==> config.mk <==
export PLATFORM = sky130hd
export DESIGN_NAME = frame_word_packer
export DESIGN_NICKNAME = d
export VERILOG_FILES = /design/src/hw/video_pkg.sv /design/src/hw/frame_word_packer.sv
export SDC_FILE = /design/constraint.sdc
export NUM_CORES = 1
export LEC_CHECK = 0
export BUFFER_PORTS_ARGS = -buffer_cell sky130_fd_sc_hd__buf_4
export CAP_MARGIN = 15
export CORE_ASPECT_RATIO = 1.2
export CORE_MARGIN = 8
export CORE_UTILIZATION = 24
export CTS_BUF_LIST = sky130_fd_sc_hd__clkbuf_4 sky130_fd_sc_hd__clkbuf_8
export DETAILED_ROUTE_END_ITERATION = 6
export GPL_ROUTABILITY_DRIVEN = 0
export GPL_TIMING_DRIVEN = 0
export PLACE_DENSITY = 0.61
export SLEW_MARGIN = 30
export SYNTH_ARGS = -nofsm -noshare
export SYNTH_HDL_FRONTEND = slang
export SYNTH_SLANG_ARGS = --single-unit
==> constraint.sdc <==
create_clock -name ccd_pixel_clk -period 2.3 [get_ports ccd_pixel_clk]
set_clock_uncertainty 0.2 [all_clocks]
set_input_delay 0.46 -clock ccd_pixel_clk [delete_from_list [all_inputs] [get_ports ccd_pixel_clk]]
set_output_delay 0.46 -clock ccd_pixel_clk [all_outputs]
set_load 0.01 [all_outputs]
==> src/hw/video_pkg.sv <==
//====================================================================
// Video path types
// Pixel, coordinate, word and counter widths shared by the
// pixel-clock camera pipeline, plus the FSM and mode encodings
//====================================================================

package video_pkg;

  //====================================================================
  // Data widths
  //====================================================================

  typedef logic [11:0] raw_pixel_t;    // One Bayer sample from the sensor
  typedef logic [7:0]  color8_t;       // Colour component after reduction
  typedef logic [7:0]  hue_t;          // Hue on a 0..255 circle
  typedef logic [11:0] coord_t;        // Column or row index
  typedef logic [31:0] frame_count_t;  // Captured frames since reset
  typedef logic [15:0] fb_word_t;      // Frame-buffer write word

  //====================================================================
  // Encodings
  //====================================================================

  // Capture FSM
  typedef enum logic [1:0] {
    CAP_IDLE   = 2'd0,  // Not capturing, start low
    CAP_ARMED  = 2'd1,  // Waiting for the next frame-valid rise
    CAP_ACTIVE = 2'd2   // Inside a captured frame
  } capture_state_t;

  // Frame-buffer word format
  typedef enum logic {
    MODE_HUE    = 1'b0,  // Eight zeros then hue
    MODE_RGB555 = 1'b1   // Zero bit then 5:5:5 colour
  } pixel_mode_t;

endpackage

==> src/hw/frame_word_packer.sv <==
//====================================================================
// Frame-buffer word packer
// Packs each pixel as RGB555 or hue into the 16-bit write word
//====================================================================

module frame_word_packer
  import video_pkg::*;
(
  input  logic        ccd_pixel_clk,
  input  logic        rst,
  input  pixel_mode_t mode,       // Sampled per pixel
  input  color8_t     hue_red,
  input  color8_t     hue_green,
  input  color8_t     hue_blue,
  input  hue_t        hue_value,
  input  logic        hue_valid,
  output fb_word_t    fb_word,
  output logic        fb_write    // Must be taken when high
);

  fb_word_t word_c;

  always_comb begin
    if (mode == MODE_RGB555) begin
      word_c = {1'b0, hue_red[7:3], hue_green[7:3], hue_blue[7:3]};
    end else begin
      word_c = {8'h00, hue_value};  // Hue in the low byte
    end
  end

  // Word only loads with a pixel
  always_ff @(posedge ccd_pixel_clk) begin
    if (hue_valid) begin
      fb_word <= word_c;
    end
  end

  always_ff @(posedge ccd_pixel_clk) begin
    if (rst) begin
      fb_write <= 1'b0;
    end else begin
      fb_write <= hue_valid;
    end
  end

endmodule

== Word level (Yosys, flattened, before mapping) ==
Index checks and enable logic that the tools add are counted.
Word-level totals
  bits in registers: 17
  input port bits: 36
  output and inout bits: 17
  logic and storage cells: 4
Cells by class
  mux-type cells: 1
Operators with widths (number)
  $mux 8: 1

== Longest topological paths before layout ==
  depth in word-level cells: 1
  mapped depth: 3
  depth with buffers taken out: 1

== Least setup slack after synthesis ==
OpenSTA, ideal clock, no wires.
  path kind: input port to flip-flop
  start point: in mode
  end point: reg fb_word[3], data pin
  setup time: 0.260 ns
  data arrival time: 0.972 ns
  required time: 1.840 ns
  setup slack: 0.868 ns
  stages: 3
  buffers on the path: 2
  cell sequence: buf_6 buf_8 mux2_4
Between the ends
  word-level cells in the longest chain between the ends: 1
Ends and longest elaborated chain
  start, declared: line frame_word_packer.sv:11  | input pixel_mode_t mode,
  $mux 8: line frame_word_packer.sv:24  | if (mode == MODE_RGB555) begin
  named net word_c[3]: line frame_word_packer.sv:21  | fb_word_t word_c;
  end signal, assigned: line frame_word_packer.sv:34  | fb_word <= word_c;
  end, declared: line frame_word_packer.sv:17  | output fb_word_t fb_word,
The timed path passes the listed nets, and every way through them passes these cells.
A chain may end at the register's enable or synchronous reset.

== Worst setup path in the final report ==
  start point: reg fb_word[3]
  end point: out fb_word[3]
No word-level cell between the ends.

==> reports/qor.yml <==
grt_max_degree: 17
netlist_area_um2: 659.4
grt-ovfl-total: 0
critPathKind: "reg -> out"
final_cell_mix: "42 x buf_4, 15 x edfxtp_1, 7 x and2_1"
fin_area_um2: 1040
multiInputGateArea_um2: 155.1
pwr_density_cell_nw_per_um2: 597.6
hold_slack_ps: 134.1
ir_worst_vdd_mv: 0.2992
fill_cells: 267
cp_slowest_cell: "edfxtp_1"
cts-hold-fix-buffers: 0
status: "complete, no violations"
grt_first_pass_wirelength_um: 2387
path_delay_family: "flip-flops"
start_util_pct: 24.36
final_antenna_net_count: 0
drt-vias-per-instance: 3.748
final.min_clock_period_ps: 1465
fin_cells: 115
pwr-share-seq_pct: 56.6
drtIter0Drc: 4
cts.sinks: 16
synth_seq_cells: 16
grt_util_all_layers_pct: 6.605
combPwrFrac_pct: 18.5
numPortBuffers: 41
crit_path_start_kind: "flip-flop"
max_stage_delay_ps: 380
top_layer: "met4"
drc: 0
die_y_um: 73.42
final_util_pct: 38.42
postCtsResizedCells: 0
yosys-top-cells-area: "edfxtp_1 68%, mux2_2 8.5%, mux2_4 6.8%"
core_um2: 2706
hp-class: "in -> reg"
antenna_found_initial: 0
syn_to_final_growth_pct: 57.69
firstDrtPassIters: 3
routed_wl_um: 1389
period_share_pct: 63.71
root_buffer: "clkbuf_4"
maxCapViolCount: 0
finalSetupViolCount: 0
worstPathRequired_ps: 1640
cp.arrival_ps: 810
synthCells: 36
tns_ps: 0
wl_met1_um: 503
cp-end-kind: "primary output"
p_int_mw: 0.4990
rsz0062_at_grt: "false"
clk_pin_slew_ps: 80
dr_wl_met2_um: 746
drive_above_1_share_pct: 69.14
io_pins: 53
clk_path_buf_depth: 2
n_antenna_cell: 0
num-nets-final: 118
rows: 21
avgSynthCellArea_um2: 18.32
wl_per_cell_um: 12.08
sw_frac_of_total_pct: 19.68
synthDistinctLibCells: 10
crit_chain: "buf_4"
pwr-share-clk_pct: 24.9
dp_cells: 111
first_global_vias: 530
synth_top_area_share_pct: 68.31
place_area_um2: 1010
cp_max_fo: 1
ys.warnings.count: 0
ys_seq_area_share_pct: 71.35
syn_nets: 72
cts-htree-levels: 1
finalHoldViolations: 0
numCtsBuffers: 3
p_sw_mw: 0.1223
cts_tree: "yes"
crit_buf_inv: 1
postCtsSetupBuffers: 0
maxSlewViolCount: 0
die_w_um: 63.85
final_common_cell: "buf_4"
synth_top_area_cell: "edfxtp_1"
p_leak_nw: 0.4571
fmax_mhz: 682.4
die_area_um2: 4688
final-seq-area_um2: 470.5
dr_total_vias: 431
wl_met3_um: 105
[cells in the mapped netlist, drive strengths merged]
cell type  instances
edfxtp            15
mux2               8
and2               7
buf                3
conb               1
dfxtp              1
nor2b              1
[metrics by stage]
step | power (mW) | setup WS, ps
floorplan | 0.4003 | 868.0
global placement | 0.4743 | 839.2
detailed placement | 0.4767 | 837.5
CTS | 0.6352 | 807.0
global route | 0.6561 | 785.1
finish | 0.6213 | 834.6
[path summary, 6_finish.rpt]
| kind | start | to | slack, ps | cells after the start |
|---|---|---|---|---|
| max | fb_word[3] | fb_word[3] | 830 | 1 |
| min | rst | fb_write | 130 | 2 |
[routing by layer]
layer  vias up  global-route usage, %
met2        24                  11.73
met4         0                  6.700
met5         -                      0
li1        216                      -
met3         2                  1.829
met1       189                  5.745
[area by class of cell]
class / count / area share [%]
repair buffers: 41 / 29.60
plain buffers: 3 / 3.249
multi-input cells: 17 / 14.92
well taps: 34 / 4.091
clock buffers: 4 / 2.888
flip-flops and latches: 16 / 45.25
[flip-flops by register name, indices dropped and copies added (netlist names)]
| register | flops |
|---|---|
| fb_word | 15 |
| fb_write | 1 |
[kinds of logic (layout without fill, tap and decap cells)]
logic type    Yosys count  after routing  synth area share [%]
flops                  16             16                 71.35
mux                     8              8                 15.37
simple gates            8              8                 7.590
buf+inv                 3             48                 5.123
other cells             1              1                0.5687
[power by group through the flow]
stage,Clock [mW],Sequential [mW],Combinational (mW)
after floorplan,0,0.372,0.0280
after global placement,0,0.358,0.117
after detailed placement,0,0.359,0.118
after CTS,0.165,0.352,0.118
after global routing,0.176,0.354,0.126
final,0.155,0.351,0.115
No activity file was read; power rests on OpenSTA's default activity.
