`config.mk`:
```
export PLATFORM = sky130hd
export DESIGN_NAME = rgb_hue_pipe
export DESIGN_NICKNAME = d
export VERILOG_FILES = /design/src/hw/video_pkg.sv /design/src/hw/rgb_hue_pipe.sv
export SDC_FILE = /design/constraint.sdc
export NUM_CORES = 1
export LEC_CHECK = 0
export BUFFER_PORTS_ARGS = -buffer_cell sky130_fd_sc_hd__buf_4
export CAP_MARGIN = 20
export CORE_MARGIN = 1
export CORE_UTILIZATION = 50
export CTS_BUF_LIST = sky130_fd_sc_hd__clkbuf_4 sky130_fd_sc_hd__clkbuf_8
export CTS_CLUSTER_SIZE = 30
export DETAILED_ROUTE_END_ITERATION = 10
export PLACE_DENSITY = 0.77
export SYNTH_ARGS = -nofsm -noshare
export SYNTH_HDL_FRONTEND = slang
export SYNTH_SLANG_ARGS = --single-unit
```
`constraint.sdc`:
```
create_clock -name ccd_pixel_clk -period 48.4 [get_ports ccd_pixel_clk]
set_input_delay 2.42 -clock ccd_pixel_clk [delete_from_list [all_inputs] [get_ports ccd_pixel_clk]]
set_output_delay 2.42 -clock ccd_pixel_clk [all_outputs]
set_load 0.02 [all_outputs]
```
`src/hw/video_pkg.sv`:
```
//====================================================================
// Video path types
// Pixel, coordinate, word and counter widths shared by the
// pixel-clock camera pipeline, plus the FSM and mode encodings
//====================================================================

package video_pkg;

  //====================================================================
  // Data widths
  //====================================================================

  typedef logic [11:0] raw_pixel_t;    // One Bayer sample from the sensor
  typedef logic [7:0]  color8_t;       // Colour component after reduction
  typedef logic [7:0]  hue_t;          // Hue on a 0..255 circle
  typedef logic [11:0] coord_t;        // Column or row index
  typedef logic [31:0] frame_count_t;  // Captured frames since reset
  typedef logic [15:0] fb_word_t;      // Frame-buffer write word

  //====================================================================
  // Encodings
  //====================================================================

  // Capture FSM
  typedef enum logic [1:0] {
    CAP_IDLE   = 2'd0,  // Not capturing, start low
    CAP_ARMED  = 2'd1,  // Waiting for the next frame-valid rise
    CAP_ACTIVE = 2'd2   // Inside a captured frame
  } capture_state_t;

  // Frame-buffer word format
  typedef enum logic {
    MODE_HUE    = 1'b0,  // Eight zeros then hue
    MODE_RGB555 = 1'b1   // Zero bit then 5:5:5 colour
  } pixel_mode_t;

endpackage

```
`src/hw/rgb_hue_pipe.sv`:
```
//====================================================================
// RGB to hue pipeline
// Three register stages compute hue on a 0..255 circle while the
// RGB components travel alongside at the same latency
//====================================================================

module rgb_hue_pipe
  import video_pkg::*;
(
  input  logic    ccd_pixel_clk,
  input  logic    rst,
  input  color8_t rgb_red,
  input  color8_t rgb_green,
  input  color8_t rgb_blue,
  input  logic    rgb_valid,
  output color8_t hue_red,
  output color8_t hue_green,
  output color8_t hue_blue,
  output hue_t    hue_value,
  output logic    hue_valid
);

  // Dominant channel codes
  localparam logic [1:0] DOM_R = 2'd0;
  localparam logic [1:0] DOM_G = 2'd1;
  localparam logic [1:0] DOM_B = 2'd2;

  color8_t            max_c;
  color8_t            min_c;
  logic [1:0]         dom_c;
  color8_t            s1_red;
  color8_t            s1_green;
  color8_t            s1_blue;
  color8_t            s1_max;
  color8_t            s1_min;
  logic [1:0]         s1_dom;
  logic               s1_valid;
  logic signed [8:0]  diff_c;    // Channel difference, -255..255
  hue_t               offset_c;  // Sector start
  color8_t            s2_red;
  color8_t            s2_green;
  color8_t            s2_blue;
  logic signed [15:0] s2_num;    // 43 * diff
  color8_t            s2_delta;
  hue_t               s2_offset;
  logic               s2_valid;
  logic signed [15:0] divisor_c;
  logic signed [15:0] quot_c;

  //====================================================================
  // Stage 1 finds max, min and dominant channel
  //====================================================================

  always_comb begin
    if (rgb_red >= rgb_green && rgb_red >= rgb_blue) begin
      dom_c = DOM_R;  // Ties go to R first
      max_c = rgb_red;
    end else if (rgb_green >= rgb_blue) begin
      dom_c = DOM_G;
      max_c = rgb_green;
    end else begin
      dom_c = DOM_B;
      max_c = rgb_blue;
    end
    min_c = rgb_red;
    if (rgb_green < min_c) min_c = rgb_green;
    if (rgb_blue < min_c)  min_c = rgb_blue;
  end

  always_ff @(posedge ccd_pixel_clk) begin
    s1_red   <= rgb_red;
    s1_green <= rgb_green;
    s1_blue  <= rgb_blue;
    s1_max   <= max_c;
    s1_min   <= min_c;
    s1_dom   <= dom_c;
  end

  //====================================================================
  // Stage 2 forms numerator, delta and sector offset
  //====================================================================

  always_comb begin
    case (s1_dom)
      DOM_G: begin
        diff_c   = $signed({1'b0, s1_blue}) - $signed({1'b0, s1_red});
        offset_c = 8'd85;
      end
      DOM_B: begin
        diff_c   = $signed({1'b0, s1_red}) - $signed({1'b0, s1_green});
        offset_c = 8'd171;
      end
      default: begin
        diff_c   = $signed({1'b0, s1_green}) - $signed({1'b0, s1_blue});
        offset_c = 8'd0;
      end
    endcase
  end

  always_ff @(posedge ccd_pixel_clk) begin
    s2_red    <= s1_red;
    s2_green  <= s1_green;
    s2_blue   <= s1_blue;
    s2_num    <= diff_c * 16'sd43;
    s2_delta  <= s1_max - s1_min;
    s2_offset <= offset_c;
  end

  //====================================================================
  // Stage 3 divides and wraps onto the circle
  //====================================================================

  // Signed divide truncates toward zero, grey pixels divide by one
  assign divisor_c = (s2_delta == '0) ? 16'sd1 : $signed({8'd0, s2_delta});
  assign quot_c    = s2_num / divisor_c;

  always_ff @(posedge ccd_pixel_clk) begin
    hue_red   <= s2_red;
    hue_green <= s2_green;
    hue_blue  <= s2_blue;
    // Grey sits in the R sector with a zero numerator, so it lands on 0
    hue_value <= s2_offset + hue_t'(quot_c[7:0]);  // 8-bit add wraps negative R by 256
  end

  // Valid chain
  always_ff @(posedge ccd_pixel_clk) begin
    if (rst) begin
      s1_valid  <= 1'b0;
      s2_valid  <= 1'b0;
      hue_valid <= 1'b0;
    end else begin
      s1_valid  <= rgb_valid;
      s2_valid  <= s1_valid;
      hue_valid <= s2_valid;
    end
  end

endmodule

```
* Yosys cells after proc, flatten, opt, wreduce, memory -nomap -nowiden
Index checks and enable logic that the tools add are counted. W data, S select, Z words.
Operators by class: add/sub/neg operators 5, $mul 1, divide/modulo/power cells 1, order comparisons 5, equality and inequality tests 2, muxes and demuxes 8, reduce and logical (&&, ||, !) cells 2
Operator list (count):
- $mux W8 | 5
- $sub A8 B8 Y9 | 3
- $ge A8 B8 Y1 | 3
- $pmux W9 S2 | 1
- $div A16 B16 Y16 | 1
- $lt A8 B8 Y1 | 2
- $mul A9 B7 Y16 const B | 1
- $pmux W8 S2 | 1
- $add A8 B8 Y8 | 1
- $logic_not A8 Y1 | 1
- $sub A8 B8 Y8 | 1
- $eq A2 B1 Y1 const B | 1
- $eq A2 B2 Y1 const B | 1
- $mux W2 | 1
- $logic_and A1 B1 Y1 | 1
Storage, ports and cells: bits in registers 133, output and inout bits 33

* Longest topological paths before layout
depth in word-level cells 4, gate-level depth with buffers 172, gate-level depth less buffers 161

* Worst setup path after synthesis
Ideal clock, no wire load.
path type register to register, start point register s2_num[0], end point register hue_value[7], data arrival time 32169 ps, setup slack 16107 ps, stages on the path, launching flop included 165, path buffers 11, period minus slack after synthesis 32293 ps, cell sequence dfxtp_1 inv_1 ha_1 or4b_4 or4b_4 a211o_1 ha_1 o21ai_0 a2111oi_4 a2111oi_4 a21oi_1 ha_1 o211ai_1 a211oi_2 nand2_1 o21ai_0 inv_1 ha_1 [... 129 more ...] nand2b_1 a21oi_1 o2111ai_1 a2111oi_4 o2111a_1 ha_1 nor2_1 a21oi_1 ha_1 a21o_1 a21oi_1 o21bai_1 a21oi_1 o21bai_1 a21oi_1 xnor2_1 xnor2_1 xnor2_1
On the way: word-level cells in the longest chain between the ends 2
RTL lines:
- start, declared | line rgb_hue_pipe.sv:43 | logic signed [15:0] s2_num;
- start signal, assigned | line rgb_hue_pipe.sv:104 | s2_num <= diff_c * 16'sd43;
- $div A16 B16 Y16 | line rgb_hue_pipe.sv:115 | assign quot_c = s2_num / divisor_c;
- $add A8 B8 Y8 | line rgb_hue_pipe.sv:122 | hue_value <= s2_offset + hue_t'(quot_c[7:0]);
- end signal, assigned | line rgb_hue_pipe.sv:122
- end, declared | line rgb_hue_pipe.sv:19 | output hue_t hue_value,
Every way passes these cells. A chain may end at the register's enable or synchronous reset.

* Worst setup path after layout
start point register s2_delta[7], end point register hue_value[7]
On the way: word-level cells in the longest chain between the ends 4
RTL lines:
- start, declared | line rgb_hue_pipe.sv:44 | color8_t s2_delta;
- start signal, assigned | line rgb_hue_pipe.sv:105 | s2_delta <= s1_max - s1_min;
- $logic_not A8 Y1 | line rgb_hue_pipe.sv:114 | assign divisor_c = (s2_delta == '0) ? 16'sd1 : $signed({8'd0, s2_delta});
- $mux W8 * | line rgb_hue_pipe.sv:114
- $div A16 B16 Y16 * | line rgb_hue_pipe.sv:115
- $add A8 B8 Y8 * | line rgb_hue_pipe.sv:122
Every way passes the cells marked *; elsewhere a longest branch is shown, timed or not.

==> flow_summary.yaml <==
outcome:
  status: "finished, final reports clean"
timing:
  finalHoldViolCount: 0
  drv_slew: 0
  worst_pin_slew_ns: 1.05
  timing.final.crit_share_pct: 76.6
  setup_viol: 0
  fin_worst_skew_ns: 0.0143
  fin_setup_tns_ns: 0
  fin_crit_ns: 37.06
  fmaxAchievable_mhz: 27.0
  rsz0062_at_grt: "no"
  max_slew_margin_pct: 29.4
yosys:
  synth_area_per_cell_um2: 8.53
  netlist_area_um2: 12300
  synthFlopType: "dfxtp_1"
  synth_compound_area_share_pct: 23.1
  synthArstFlopShare_pct: 0
  synth-simple-area-share_pct: 15.1
  synth_top_family_by_area: "adder cells"
  synth_nets: 1691
  synthCells: 1438
  synth-edff-count: 0
  synth_mux_area_share_pct: 4.32
  synth_fa_ha_area_share_pct: 24.3
  synth_xor_area_share_pct: 7.14
  ys_ff_latch: 128
  yosysUniqueCellTypes: 88
  synth_seq_area_share_pct: 20.9
  yosysWarnings: 0
global_routing:
  antenna_found_initial: 0
  grt_usage_pct: 24.8
  grt_use_met1_pct: 31.3
  grt_pass1_vias: 10300
  top_usage_layer: "met2"
  grt_util_met2_pct: 43.8
  grtUsageMet3_pct: 2.56
  grt_max_degree: 20
  grt_pass1_wl_um: 49700
  gr-total-overflow: 0
cts:
  root_buffer: "clkbuf_8"
  clockBufferDepth: 2
  cts_resized: 0
  holdBufCountCts: 0
  clkSinkCount: 128
  cts_tree: "done"
  clock_latency_ns: 0.45
  postCtsSetupBuffers: 0
  cts.clk_slew.worst_paths_ns: 0.09
  cts_made_buffers: 17
  h-tree-depth: 4
finish:
  area_growth_syn_to_layout_pct: 9.51
  final_nets: 1749
  antenna_cells: 0
  drive_above_1_share_pct: 11.0
die:
  die_h_um: 159
  coreArea_um2: 23800
  die_w_um: 159
  fp.dieArea_um2: 25200
  initial_core_util_pct: 51.7
  ios: 60
  rows: 56
critical_path:
  crit_start: "s2_delta[7]"
  path_class: "reg2reg"
  startpoint_type: "flip-flop"
  cp.buffers_inverters: 7
  worstSetupEndpoint: "hue_value[7]"
  critPathMaxStageDelay_ns: 0.78
  cpMostUsedCell: "o21a_1"
  reg2reg_to: "hue_value[7]"
  required_ns: 48.74
  crit_fanout: 15
  worstPathArrival_ns: 37.40
  slowest_stage: "o21ai_1"
  worstReg2RegStart: "s2_delta[7]"
  crit_cells: 156
  crit_family: "compound AO/OA/AOI/OAI gates"
  end_kind: "flip-flop"
  worst-r2r-setup-slack_ns: 11.34
  r2r_cells: 156
min_path:
  min_path_type: "reg2reg"
routing:
  first_iter_violations: 770
  drt-vias-per-instance: 5.82
  routed_wl_um: 30100
  route.vias.total: 10600
  drt_pass1_iterations: 5
  antenna_left: 0
  wire_per_inst_um: 16.4
  drc_errors: 0
flow_run:
  drv_cap: 0
placed_design:
  hpwl_um: 23700
  place_congestion: 0.885
  port_buffers: 59
## cell usage after synthesis, drive strengths merged, types with 13 or more instances
master    n  area [um2]
o211ai   13         103
nor2b    25         156
clkbuf   18        67.6
a21oi   109         549
xor2     30         263
nand2b   25         156
nand3    13        65.1
o21bai   20         150
mux2i    26         260
xnor2    70         613
inv     141         529
nor3     54         282
o21ai    68         348
a21o     29         218
nand4    13        81.3
ha      207        2590
o21a     51         383
or2      16         103
o31ai    29         218
or3      17         106
mux2     24         270
nor2     78         293
fa       19         380
nand2    75         282
dfxtp   128        2560
## registers in the layout, summed over array words and instances (netlist names)
name,count
hue_blue,8
hue_green,8
hue_red,8
hue_valid,1
hue_value,8
s1_blue,8
s1_dom,2
s1_green,8
s1_max,8
s1_min,8
s1_red,8
s1_valid,1
s2_blue,8
s2_delta,8
s2_green,8
s2_num,16
s2_offset,3
s2_red,8
s2_valid,1
## through the flow
step	instance area, um2	worst slack, ns	util, %	std cells	hold slack (ns)
floorplan	12300	16.11	-	1438	0.310
global placement	13000	13.12	54.9	1796	0.310
detailed placement	13000	12.14	54.9	1796	0.312
CTS	13400	11.97	56.6	1828	0.324
global route	13400	8.16	56.6	1828	0.339
finish	13400	11.34	56.6	1828	0.325
## placed cells by master, fill, tap and decap left out, types with 29 or more instances in the layout
master / n
nand2_1: 75
nor2_1: 78
xor2_1: 30
o31ai_1: 29
buf_4: 63
a21oi_1: 108
a21o_1: 29
o21a_1: 51
xnor2_1: 70
inv_1: 140
dfxtp_1: 128
nor3_1: 53
ha_1: 207
o21ai_0: 60
## routing by layer
| metal | vias to the layer above | wire, um |
|---|---|---|
| li1 | 5349 | - |
| met1 | 4969 | 13400 |
| met2 | 269 | 14600 |
| met3 | 48 | 1350 |
| met4 | 0 | 730 |
| met5 | - | 0 |
## final cells by class
type                       instances  area (um2)
fill                            2105       10300
clock buffer                      17         234
clock inverter                    15         163
inverter                         141         529
sequential                       128        2560
tap                              319         399
timing repair buffer              63         473
multi-input combinational       1145        9080
## worst min path at each step
| stage | startpoint | to | cells after the start | slack, ns |
|---|---|---|---|---|
| after floorplan | s2_blue[0] | hue_blue[0] | 0 | 0.31 |
| final | s2_green[3] | hue_green[3] | 0 | 0.32 |
| after global routing | s2_red[0] | hue_red[0] | 0 | 0.34 |
| after CTS | s2_green[1] | hue_green[1] | 0 | 0.32 |
| after detailed placement | s2_red[6] | hue_red[6] | 0 | 0.31 |
| after global placement | s2_blue[3] | hue_blue[3] | 0 | 0.31 |
## logic make-up after synthesis
family / count (synthesis)
adder cells (fa/ha/maj): 227
XOR/XNOR: 100
flip-flops: 128
AND/OR/NAND/NOR: 357
multiplexers: 50
buffers and inverters: 165
AO/OA/AOI/OAI: 411
Power is left out: the tool's default activity adds up to more than one toggle a clock period on the data nets, which glitch-free logic cannot reach.
