$ cat config.mk
export PLATFORM = sky130hd
export DESIGN_NAME = ccd_capture
export DESIGN_NICKNAME = d
export VERILOG_FILES = /design/src/hw/video_pkg.sv /design/src/hw/ccd_capture.sv
export SDC_FILE = /design/constraint.sdc
export NUM_CORES = 1
export LEC_CHECK = 0
export BUFFER_PORTS_ARGS = -buffer_cell sky130_fd_sc_hd__buf_2
export CAP_MARGIN = 30
export CORE_UTILIZATION = 50
export DETAILED_ROUTE_END_ITERATION = 6
export HOLD_SLACK_MARGIN = 0.05
export PLACE_DENSITY = 0.81
export SETUP_SLACK_MARGIN = 0.3
export SLEW_MARGIN = 20
export SYNTH_ARGS = -nofsm -noshare
export SYNTH_HDL_FRONTEND = slang
export SYNTH_SLANG_ARGS = --single-unit
$ cat constraint.sdc
create_clock -name ccd_pixel_clk -period 5.5 [get_ports ccd_pixel_clk]
set_clock_uncertainty 0.2 [all_clocks]
set_input_delay 0.275 -clock ccd_pixel_clk [delete_from_list [all_inputs] [get_ports ccd_pixel_clk]]
set_output_delay 0.275 -clock ccd_pixel_clk [all_outputs]
set_load 0.03 [all_outputs]
$ cat src/hw/video_pkg.sv
//====================================================================
// Video path types
// Pixel, coordinate, word and counter widths shared by the
// pixel-clock camera pipeline, plus the FSM and mode encodings
//====================================================================

package video_pkg;

  //====================================================================
  // Data widths
  //====================================================================

  typedef logic [11:0] raw_pixel_t;    // One Bayer sample from the sensor
  typedef logic [7:0]  color8_t;       // Colour component after reduction
  typedef logic [7:0]  hue_t;          // Hue on a 0..255 circle
  typedef logic [11:0] coord_t;        // Column or row index
  typedef logic [31:0] frame_count_t;  // Captured frames since reset
  typedef logic [15:0] fb_word_t;      // Frame-buffer write word

  //====================================================================
  // Encodings
  //====================================================================

  // Capture FSM
  typedef enum logic [1:0] {
    CAP_IDLE   = 2'd0,  // Not capturing, start low
    CAP_ARMED  = 2'd1,  // Waiting for the next frame-valid rise
    CAP_ACTIVE = 2'd2   // Inside a captured frame
  } capture_state_t;

  // Frame-buffer word format
  typedef enum logic {
    MODE_HUE    = 1'b0,  // Eight zeros then hue
    MODE_RGB555 = 1'b1   // Zero bit then 5:5:5 colour
  } pixel_mode_t;

endpackage

$ cat src/hw/ccd_capture.sv
//====================================================================
// CCD capture stage
// Registers the sensor pins, admits whole frames only when start is
// high at the frame-valid rise, and tracks column, row and the number
// of captured frames
//====================================================================

module ccd_capture
  import video_pkg::*;
#(
  parameter int LINE_WIDTH = 1280  // Max raw columns per line
) (
  input  logic         ccd_pixel_clk,
  input  logic         rst,
  input  raw_pixel_t   pin_data,     // Raw sensor sample
  input  logic         pin_fval,     // Frame valid from sensor
  input  logic         pin_lval,     // Line valid from sensor
  input  logic         start,        // Capture enable level
  output raw_pixel_t   cap_data,
  output logic         cap_valid,
  output coord_t       cap_x,
  output coord_t       cap_y,
  output frame_count_t frame_count
);

  raw_pixel_t     data_q;     // Pin register
  logic           fval_q;
  logic           lval_q;
  logic           fval_prev;  // For edge detect
  logic           lval_prev;
  logic           fval_rise;
  logic           fval_fall;
  logic           lval_fall;
  coord_t         col_cnt;
  coord_t         row_cnt;
  capture_state_t state;
  capture_state_t state_next;

  assign fval_rise = fval_q & ~fval_prev;
  assign fval_fall = ~fval_q & fval_prev;
  assign lval_fall = ~lval_q & lval_prev;

  // Sample payload, no reset needed
  always_ff @(posedge ccd_pixel_clk) begin
    data_q   <= pin_data;
    cap_data <= data_q;
    cap_x    <= col_cnt;  // Index of the sample leaving with cap_data
    cap_y    <= row_cnt;
  end

  //====================================================================
  // Frame gating FSM
  //====================================================================

  always_comb begin
    state_next = state;
    case (state)
      CAP_IDLE: begin
        // Start exactly on a rise catches that frame
        if (start) state_next = fval_rise ? CAP_ACTIVE : CAP_ARMED;
      end
      CAP_ARMED: begin
        if (!start)         state_next = CAP_IDLE;
        else if (fval_rise) state_next = CAP_ACTIVE;
      end
      CAP_ACTIVE: begin
        if (fval_fall) state_next = start ? CAP_ARMED : CAP_IDLE;
      end
      default: state_next = CAP_IDLE;
    endcase
  end

  always_ff @(posedge ccd_pixel_clk) begin
    if (rst) begin
      fval_q      <= 1'b0;
      lval_q      <= 1'b0;
      fval_prev   <= 1'b0;
      lval_prev   <= 1'b0;
      state       <= CAP_IDLE;
      col_cnt     <= '0;
      row_cnt     <= '0;
      cap_valid   <= 1'b0;
      frame_count <= '0;
    end else begin
      fval_q    <= pin_fval;
      lval_q    <= pin_lval;
      fval_prev <= fval_q;
      lval_prev <= lval_q;
      state     <= state_next;
      // Column restarts with every line
      col_cnt <= lval_q ? col_cnt + coord_t'(1) : '0;
      // Row restarts at frame start, steps at line end
      if (fval_rise)      row_cnt <= '0;
      else if (lval_fall) row_cnt <= row_cnt + coord_t'(1);
      cap_valid <= (state == CAP_ACTIVE) && fval_q && lval_q;
      if (state == CAP_ACTIVE && fval_fall) begin
        frame_count <= frame_count + frame_count_t'(1);  // Frame done
      end
    end
  end

endmodule

Word-level counts from Yosys, hierarchy flattened
Index checks and enable logic that the tools add are counted.

Register bits after elaboration: 111. Bits of input ports: 17. Output and inout bits: 69.

Add/subtract/negate cells: 3. Equal/unequal tests: 5. Multiplexer cells: 7. Bitwise gates (word level): 6. Reductions and logical operators: 7.

Operator list (number): $add 32x1->32 const B (1); $add 12x1->12 const B (2); $mux 2 (5); $pmux 2 s3 (1); $ne 2x2->1 const B (2); $reduce_or 2->1 (2); $and 1x1->1 (3); $logic_and 1x1->1 (3); $ne 3x3->1 const B (1); $not 1->1 (3); $reduce_and 3->1 (1); $eq 2x1->1 const B (1); $eq 2x2->1 const B (1); $logic_not 2->1 (1); $mux 1 (1).

Logic depth before layout (Yosys ltp)
Depth after elaboration: 5. Mapped depth: 6. Gate-level depth less buffers: 5.

Worst setup path before layout
No wires, ideal clock.

Path kind: reg-to-reg. Start point: register frame_count[0]. End point: register frame_count[30]. Data arrival time: 1993 ps. Setup slack: 3186 ps. Stages on the path, launching flop included: 7. Buffers on the path: 1. Cells stage by stage: dfxtp_1 > ha_1 > nand4_1 > or4_1 > buf_2 > nor3_1 > mux2_2.

Cells in the longest elaborated chain, start to end: 1.

Ends and longest elaborated chain: start: declaration (RTL line ccd_capture.sv:23) `output frame_count_t frame_count`; start signal: assignment (RTL line ccd_capture.sv:97) `frame_count <= frame_count + frame_count_t'(1);`; $add 32x1->32 (RTL line ccd_capture.sv:97).

Every way passes these cells. A chain may end at the register's enable or synchronous reset.

Worst setup path after layout
Start point: register frame_count[0]. End point: register frame_count[24].

The elaborated chain is that of the path after synthesis.

==> run_summary.xml <==
<?xml version="1.0" encoding="UTF-8"?>
<metrics>
  <group name="critical_path">
    <metric name="slowest_delay" unit="ns">0.60</metric>
    <metric name="ff2ff_setup_slack" unit="ns">3.13</metric>
    <metric name="startpoint_type" unit="">flip-flop</metric>
    <metric name="series_of_cell_instances_along_the_critical_path" unit="">ha_1 &gt; nand3_1 &gt; nor4_1 &gt; or4b_1 &gt; a21oi_1</metric>
    <metric name="crit_end_element" unit="">flip-flop</metric>
    <metric name="critPathArrivalTime" unit="ns">2.48</metric>
    <metric name="startpoint_of_the_most_critical_register_to_register_path" unit="">frame_count[0]$_SDFFE_PP0P_</metric>
    <metric name="cpLargestDelayFamily" unit="">simple AND/OR/NAND/NOR gates</metric>
    <metric name="timing_worst_setup_path_type" unit="">reg -&gt; reg</metric>
    <metric name="crit_start" unit="">frame_count[0]$_SDFFE_PP0P_</metric>
    <metric name="crit_path_top_delay_cell" unit="">sky130_fd_sc_hd__nor4_1</metric>
    <metric name="reg2regPathDepth" unit="">5</metric>
    <metric name="worst-path-stages" unit="">5</metric>
    <metric name="cp.required" unit="ns">5.61</metric>
    <metric name="critical_path_peak_fanout" unit="">6</metric>
    <metric name="buffers_plus_inverters_on_the_worst_setup_path" unit="">0</metric>
  </group>
  <group name="timing">
    <metric name="max_slew.worst_pin.slew" unit="ns">0.821</metric>
    <metric name="hold_violations" unit="">0</metric>
    <metric name="timing.final.setup_violations" unit="">0</metric>
    <metric name="final_min_period_over_clock_period" unit="">0.431</metric>
    <metric name="timing.slew.headroom" unit="">0.453</metric>
    <metric name="accumulated_negative_setup_slack" unit="ns">0</metric>
    <metric name="slew_viol_final" unit="">0</metric>
    <metric name="post-route-min-period" unit="ns">2.37</metric>
    <metric name="clock.fmax" unit="MHz">422</metric>
    <metric name="worst_slack" unit="ns">3.13</metric>
    <metric name="rsz0062_at_grt" unit="">false</metric>
  </group>
  <group name="routing">
    <metric name="antenna_violating_nets_post_route" unit="">0</metric>
    <metric name="vias_per_cell" unit="">5.35</metric>
    <metric name="num_vias" unit="">3095</metric>
    <metric name="initialDrtViolationCount" unit="">117</metric>
    <metric name="drt_drc" unit="">0</metric>
    <metric name="routedWlPerCell" unit="um">14.1</metric>
    <metric name="detail_route.first_pass.iterations" unit="">5</metric>
    <metric name="detail_route.wirelength" unit="um">8130</metric>
  </group>
  <group name="placement">
    <metric name="place_hpwl" unit="um">5150</metric>
    <metric name="place_congestion" unit="">0.794</metric>
    <metric name="place_inst" unit="">546</metric>
    <metric name="place_worst_setup_slack" unit="ns">3.14</metric>
    <metric name="portBuffers" unit="">85</metric>
    <metric name="placed_standard_cell_area" unit="um2">4330</metric>
  </group>
  <group name="die">
    <metric name="start_util" unit="">0.525</metric>
    <metric name="chipHeight" unit="um">89.9</metric>
    <metric name="ioPinCount" unit="">86</metric>
    <metric name="floorplan.core_area" unit="um2">7370</metric>
    <metric name="placementRows" unit="">31</metric>
    <metric name="die_width" unit="um">89.9</metric>
    <metric name="design.die.area" unit="um2">8090</metric>
  </group>
  <group name="clock_tree">
    <metric name="tritoncts" unit="">done</metric>
    <metric name="ctsLongestPathBuffers" unit="">2</metric>
    <metric name="clock-root-buffer" unit="">sky130_fd_sc_hd__clkbuf_8</metric>
    <metric name="post-cts-setup-buffer-count" unit="">0</metric>
    <metric name="clk-insertion-delay-late" unit="ns">0.38</metric>
    <metric name="cts_inserted_buffers" unit="">9</metric>
    <metric name="cts_htree_levels" unit="">3</metric>
    <metric name="clk_pin_slew_worst_paths" unit="ns">0.11</metric>
    <metric name="tritoncts_num_sinks" unit="">111</metric>
  </group>
  <group name="pwr">
    <metric name="ir_worst_vdd" unit="uV">130</metric>
    <metric name="power_leakage" unit="uW">0.00193</metric>
    <metric name="power_density" unit="nW/um2">296</metric>
    <metric name="totalPowerFinal" unit="uW">1390</metric>
  </group>
  <group name="grt">
    <metric name="initial_antenna_violation_count" unit="">0</metric>
    <metric name="wire_length_of_the_first_global_routing_pass" unit="um">13500</metric>
    <metric name="largest_net_degree_at_the_start_of_global_routing" unit="">47</metric>
    <metric name="global_route.overflow_total" unit="">0</metric>
    <metric name="global_route_usage_over_all_layers" unit="">0.208</metric>
    <metric name="vias_in_the_first_global_route" unit="">2908</metric>
  </group>
  <group name="synth">
    <metric name="syn_nets" unit="">396</metric>
    <metric name="commonest_cells_in_the_synthesized_netlist" unit="">sky130_fd_sc_hd__dfxtp_1, sky130_fd_sc_hd__nor2_1, sky130_fd_sc_hd__a21oi_1</metric>
    <metric name="synth.area.top_cells" unit="">sky130_fd_sc_hd__dfxtp_1, sky130_fd_sc_hd__nor2_1, sky130_fd_sc_hd__xor2_1, sky130_fd_sc_hd__a21oi_1, sky130_fd_sc_hd__nand4_1</metric>
    <metric name="yosysWarnings" unit="">0</metric>
    <metric name="syn_area" unit="um2">3870</metric>
    <metric name="synth-seq-cells" unit="">111</metric>
    <metric name="yosysTopAreaCellShare" unit="">0.575</metric>
    <metric name="postSynth.topFlopCell" unit="">sky130_fd_sc_hd__dfxtp_1</metric>
    <metric name="dominant_cell_type_by_area_after_synthesis" unit="">sky130_fd_sc_hd__dfxtp_1</metric>
    <metric name="yosys.cell_count.top_type" unit="">sky130_fd_sc_hd__dfxtp_1</metric>
    <metric name="edff_count_synth" unit="">0</metric>
    <metric name="synth.avg_cell_area" unit="um2">10.3</metric>
    <metric name="synth_sequential_area_ratio" unit="">0.575</metric>
    <metric name="post_synth_num_cell_types" unit="">47</metric>
    <metric name="syn-instance-count" unit="">376</metric>
    <metric name="synthArstFlopShare" unit="">0</metric>
  </group>
  <group name="run_status">
    <metric name="result_of_the_run" unit="">finished clean</metric>
  </group>
  <group name="layout">
    <metric name="antenna_cells_inserted" unit="">0</metric>
    <metric name="finish.cell_count_without_fillers" unit="">578</metric>
    <metric name="fillerInstances" unit="">594</metric>
    <metric name="final_cell_area" unit="um2">4710</metric>
    <metric name="share_of_final_layout_standard_cells_stronger_than_drive_strength_1" unit="">0.251</metric>
    <metric name="area_growth_syn_to_layout" unit="%">21.8</metric>
    <metric name="fin_nets" unit="">494</metric>
  </group>
  <group name="hold_path">
    <metric name="holdCritPathClass" unit="">reg -&gt; reg</metric>
    <metric name="min_delay_path_depth" unit="">0</metric>
    <metric name="timing.hold.worst.start" unit="">data_q[4]$_DFF_P_</metric>
  </group>
  <group name="flow_run">
    <metric name="cap_violations" unit="">0</metric>
  </group>
</metrics>
==> cell usage in the layout (no fill, tap or decap), types with 3 or more instances in the layout <==
master and count:
sky130_fd_sc_hd__ha_1 3, sky130_fd_sc_hd__nor4_1 3, sky130_fd_sc_hd__xnor2_1 10, sky130_fd_sc_hd__inv_1 7, sky130_fd_sc_hd__nor2b_1 12, sky130_fd_sc_hd__dlygate4sd3_1 15, sky130_fd_sc_hd__buf_2 85, sky130_fd_sc_hd__nand3_1 18
sky130_fd_sc_hd__a21oi_1 22, sky130_fd_sc_hd__nor3_1 7, sky130_fd_sc_hd__or4_1 6, sky130_fd_sc_hd__nand2_1 20, sky130_fd_sc_hd__xor2_1 13, sky130_fd_sc_hd__nand4_1 15, sky130_fd_sc_hd__dfxtp_1 111, sky130_fd_sc_hd__and4_1 6
sky130_fd_sc_hd__mux2_2 7, sky130_fd_sc_hd__clkbuf_8 9, sky130_fd_sc_hd__o21ai_0 12, sky130_fd_sc_hd__and3_1 7, sky130_fd_sc_hd__o31ai_1 5, sky130_fd_sc_hd__nor2_1 36, sky130_fd_sc_hd__or3_1 12, sky130_fd_sc_hd__and2_1 3
==> through the flow <==
| step | hold slack [ns] | util |
|---|---|---|
| final | 0.138 | 0.639 |
| after global routing | 0.151 | 0.639 |
| after CTS | 0.136 | 0.639 |
| after detailed placement | 0.113 | 0.588 |
| after global placement | 0.110 | 0.588 |
| after floorplan | 0.103 | - |
==> sequential cells by signal (all words and copies together) (netlist names), 2 cells and up <==
name,flops
col_cnt,12
data_q,12
cap_y,12
cap_data,12
frame_count,32
cap_x,12
row_cnt,12
state,2
==> layout make-up <==
class | count | area, um2 | share of cell area
clock buffer | 9 | 124 | 0.0263
clock inverter | 7 | 101 | 0.0215
inverter | 7 | 26.3 | 0.00558
multi-input combinational | 244 | 1530 | 0.325
sequential | 111 | 2220 | 0.472
tap | 99 | 124 | 0.0263
timing repair buffer | 101 | 581 | 0.123
==> what timing repair did <==
action                    CTS  global route
hold buffers               15             0
gates resized for setup     0             0
hold endpoints to repair   16             0
==> cell families (layout without fill, tap and decap cells) <==
group,Yosys count,in the layout,synth area share
AND/OR/NAND/NOR,163,163,0.240
AO/OA/AOI/OAI,47,47,0.0712
adder cells (fa/ha/maj),3,3,0.00971
multiplexers,8,8,0.0230
flip-flops,111,111,0.575
buffers and inverters,21,124,0.0288
XOR/XNOR,23,23,0.0521
==> worst paths after layout <==
| check | endpoint |
|---|---|
| worst max-delay path | frame_count[24]$_SDFFE_PP0P_ |
| worst min-delay path | cap_data[4]$_DFF_P_ |
| worst max register to register | frame_count[24]$_SDFFE_PP0P_ |
| worst min register to register | cap_data[4]$_DFF_P_ |
==> metal layers <==
metal | GRT usage | routed length, um | share of wire | vias to the layer above
met5 | 0 | 0 | 0 | -
met4 | 0.0766 | 99 | 0.012 | 0
met3 | 0.0491 | 434 | 0.053 | 12
met1 | 0.252 | 3720 | 0.46 | 1449
li1 | - | - | - | 1527
met2 | 0.361 | 3880 | 0.48 | 107
==> report_power, final <==
part / leakage [uW] / internal (uW) / total [uW] / switching (uW)
clock: 0.000109 / 226 / 526 / 300
sequential: 0.000905 / 816 / 822 / 5.43
combinational: 0.000919 / 19.3 / 46.7 / 27.3
total: 0.00193 / 1060 / 1390 / 333
(Power assumes the default switching activity.)
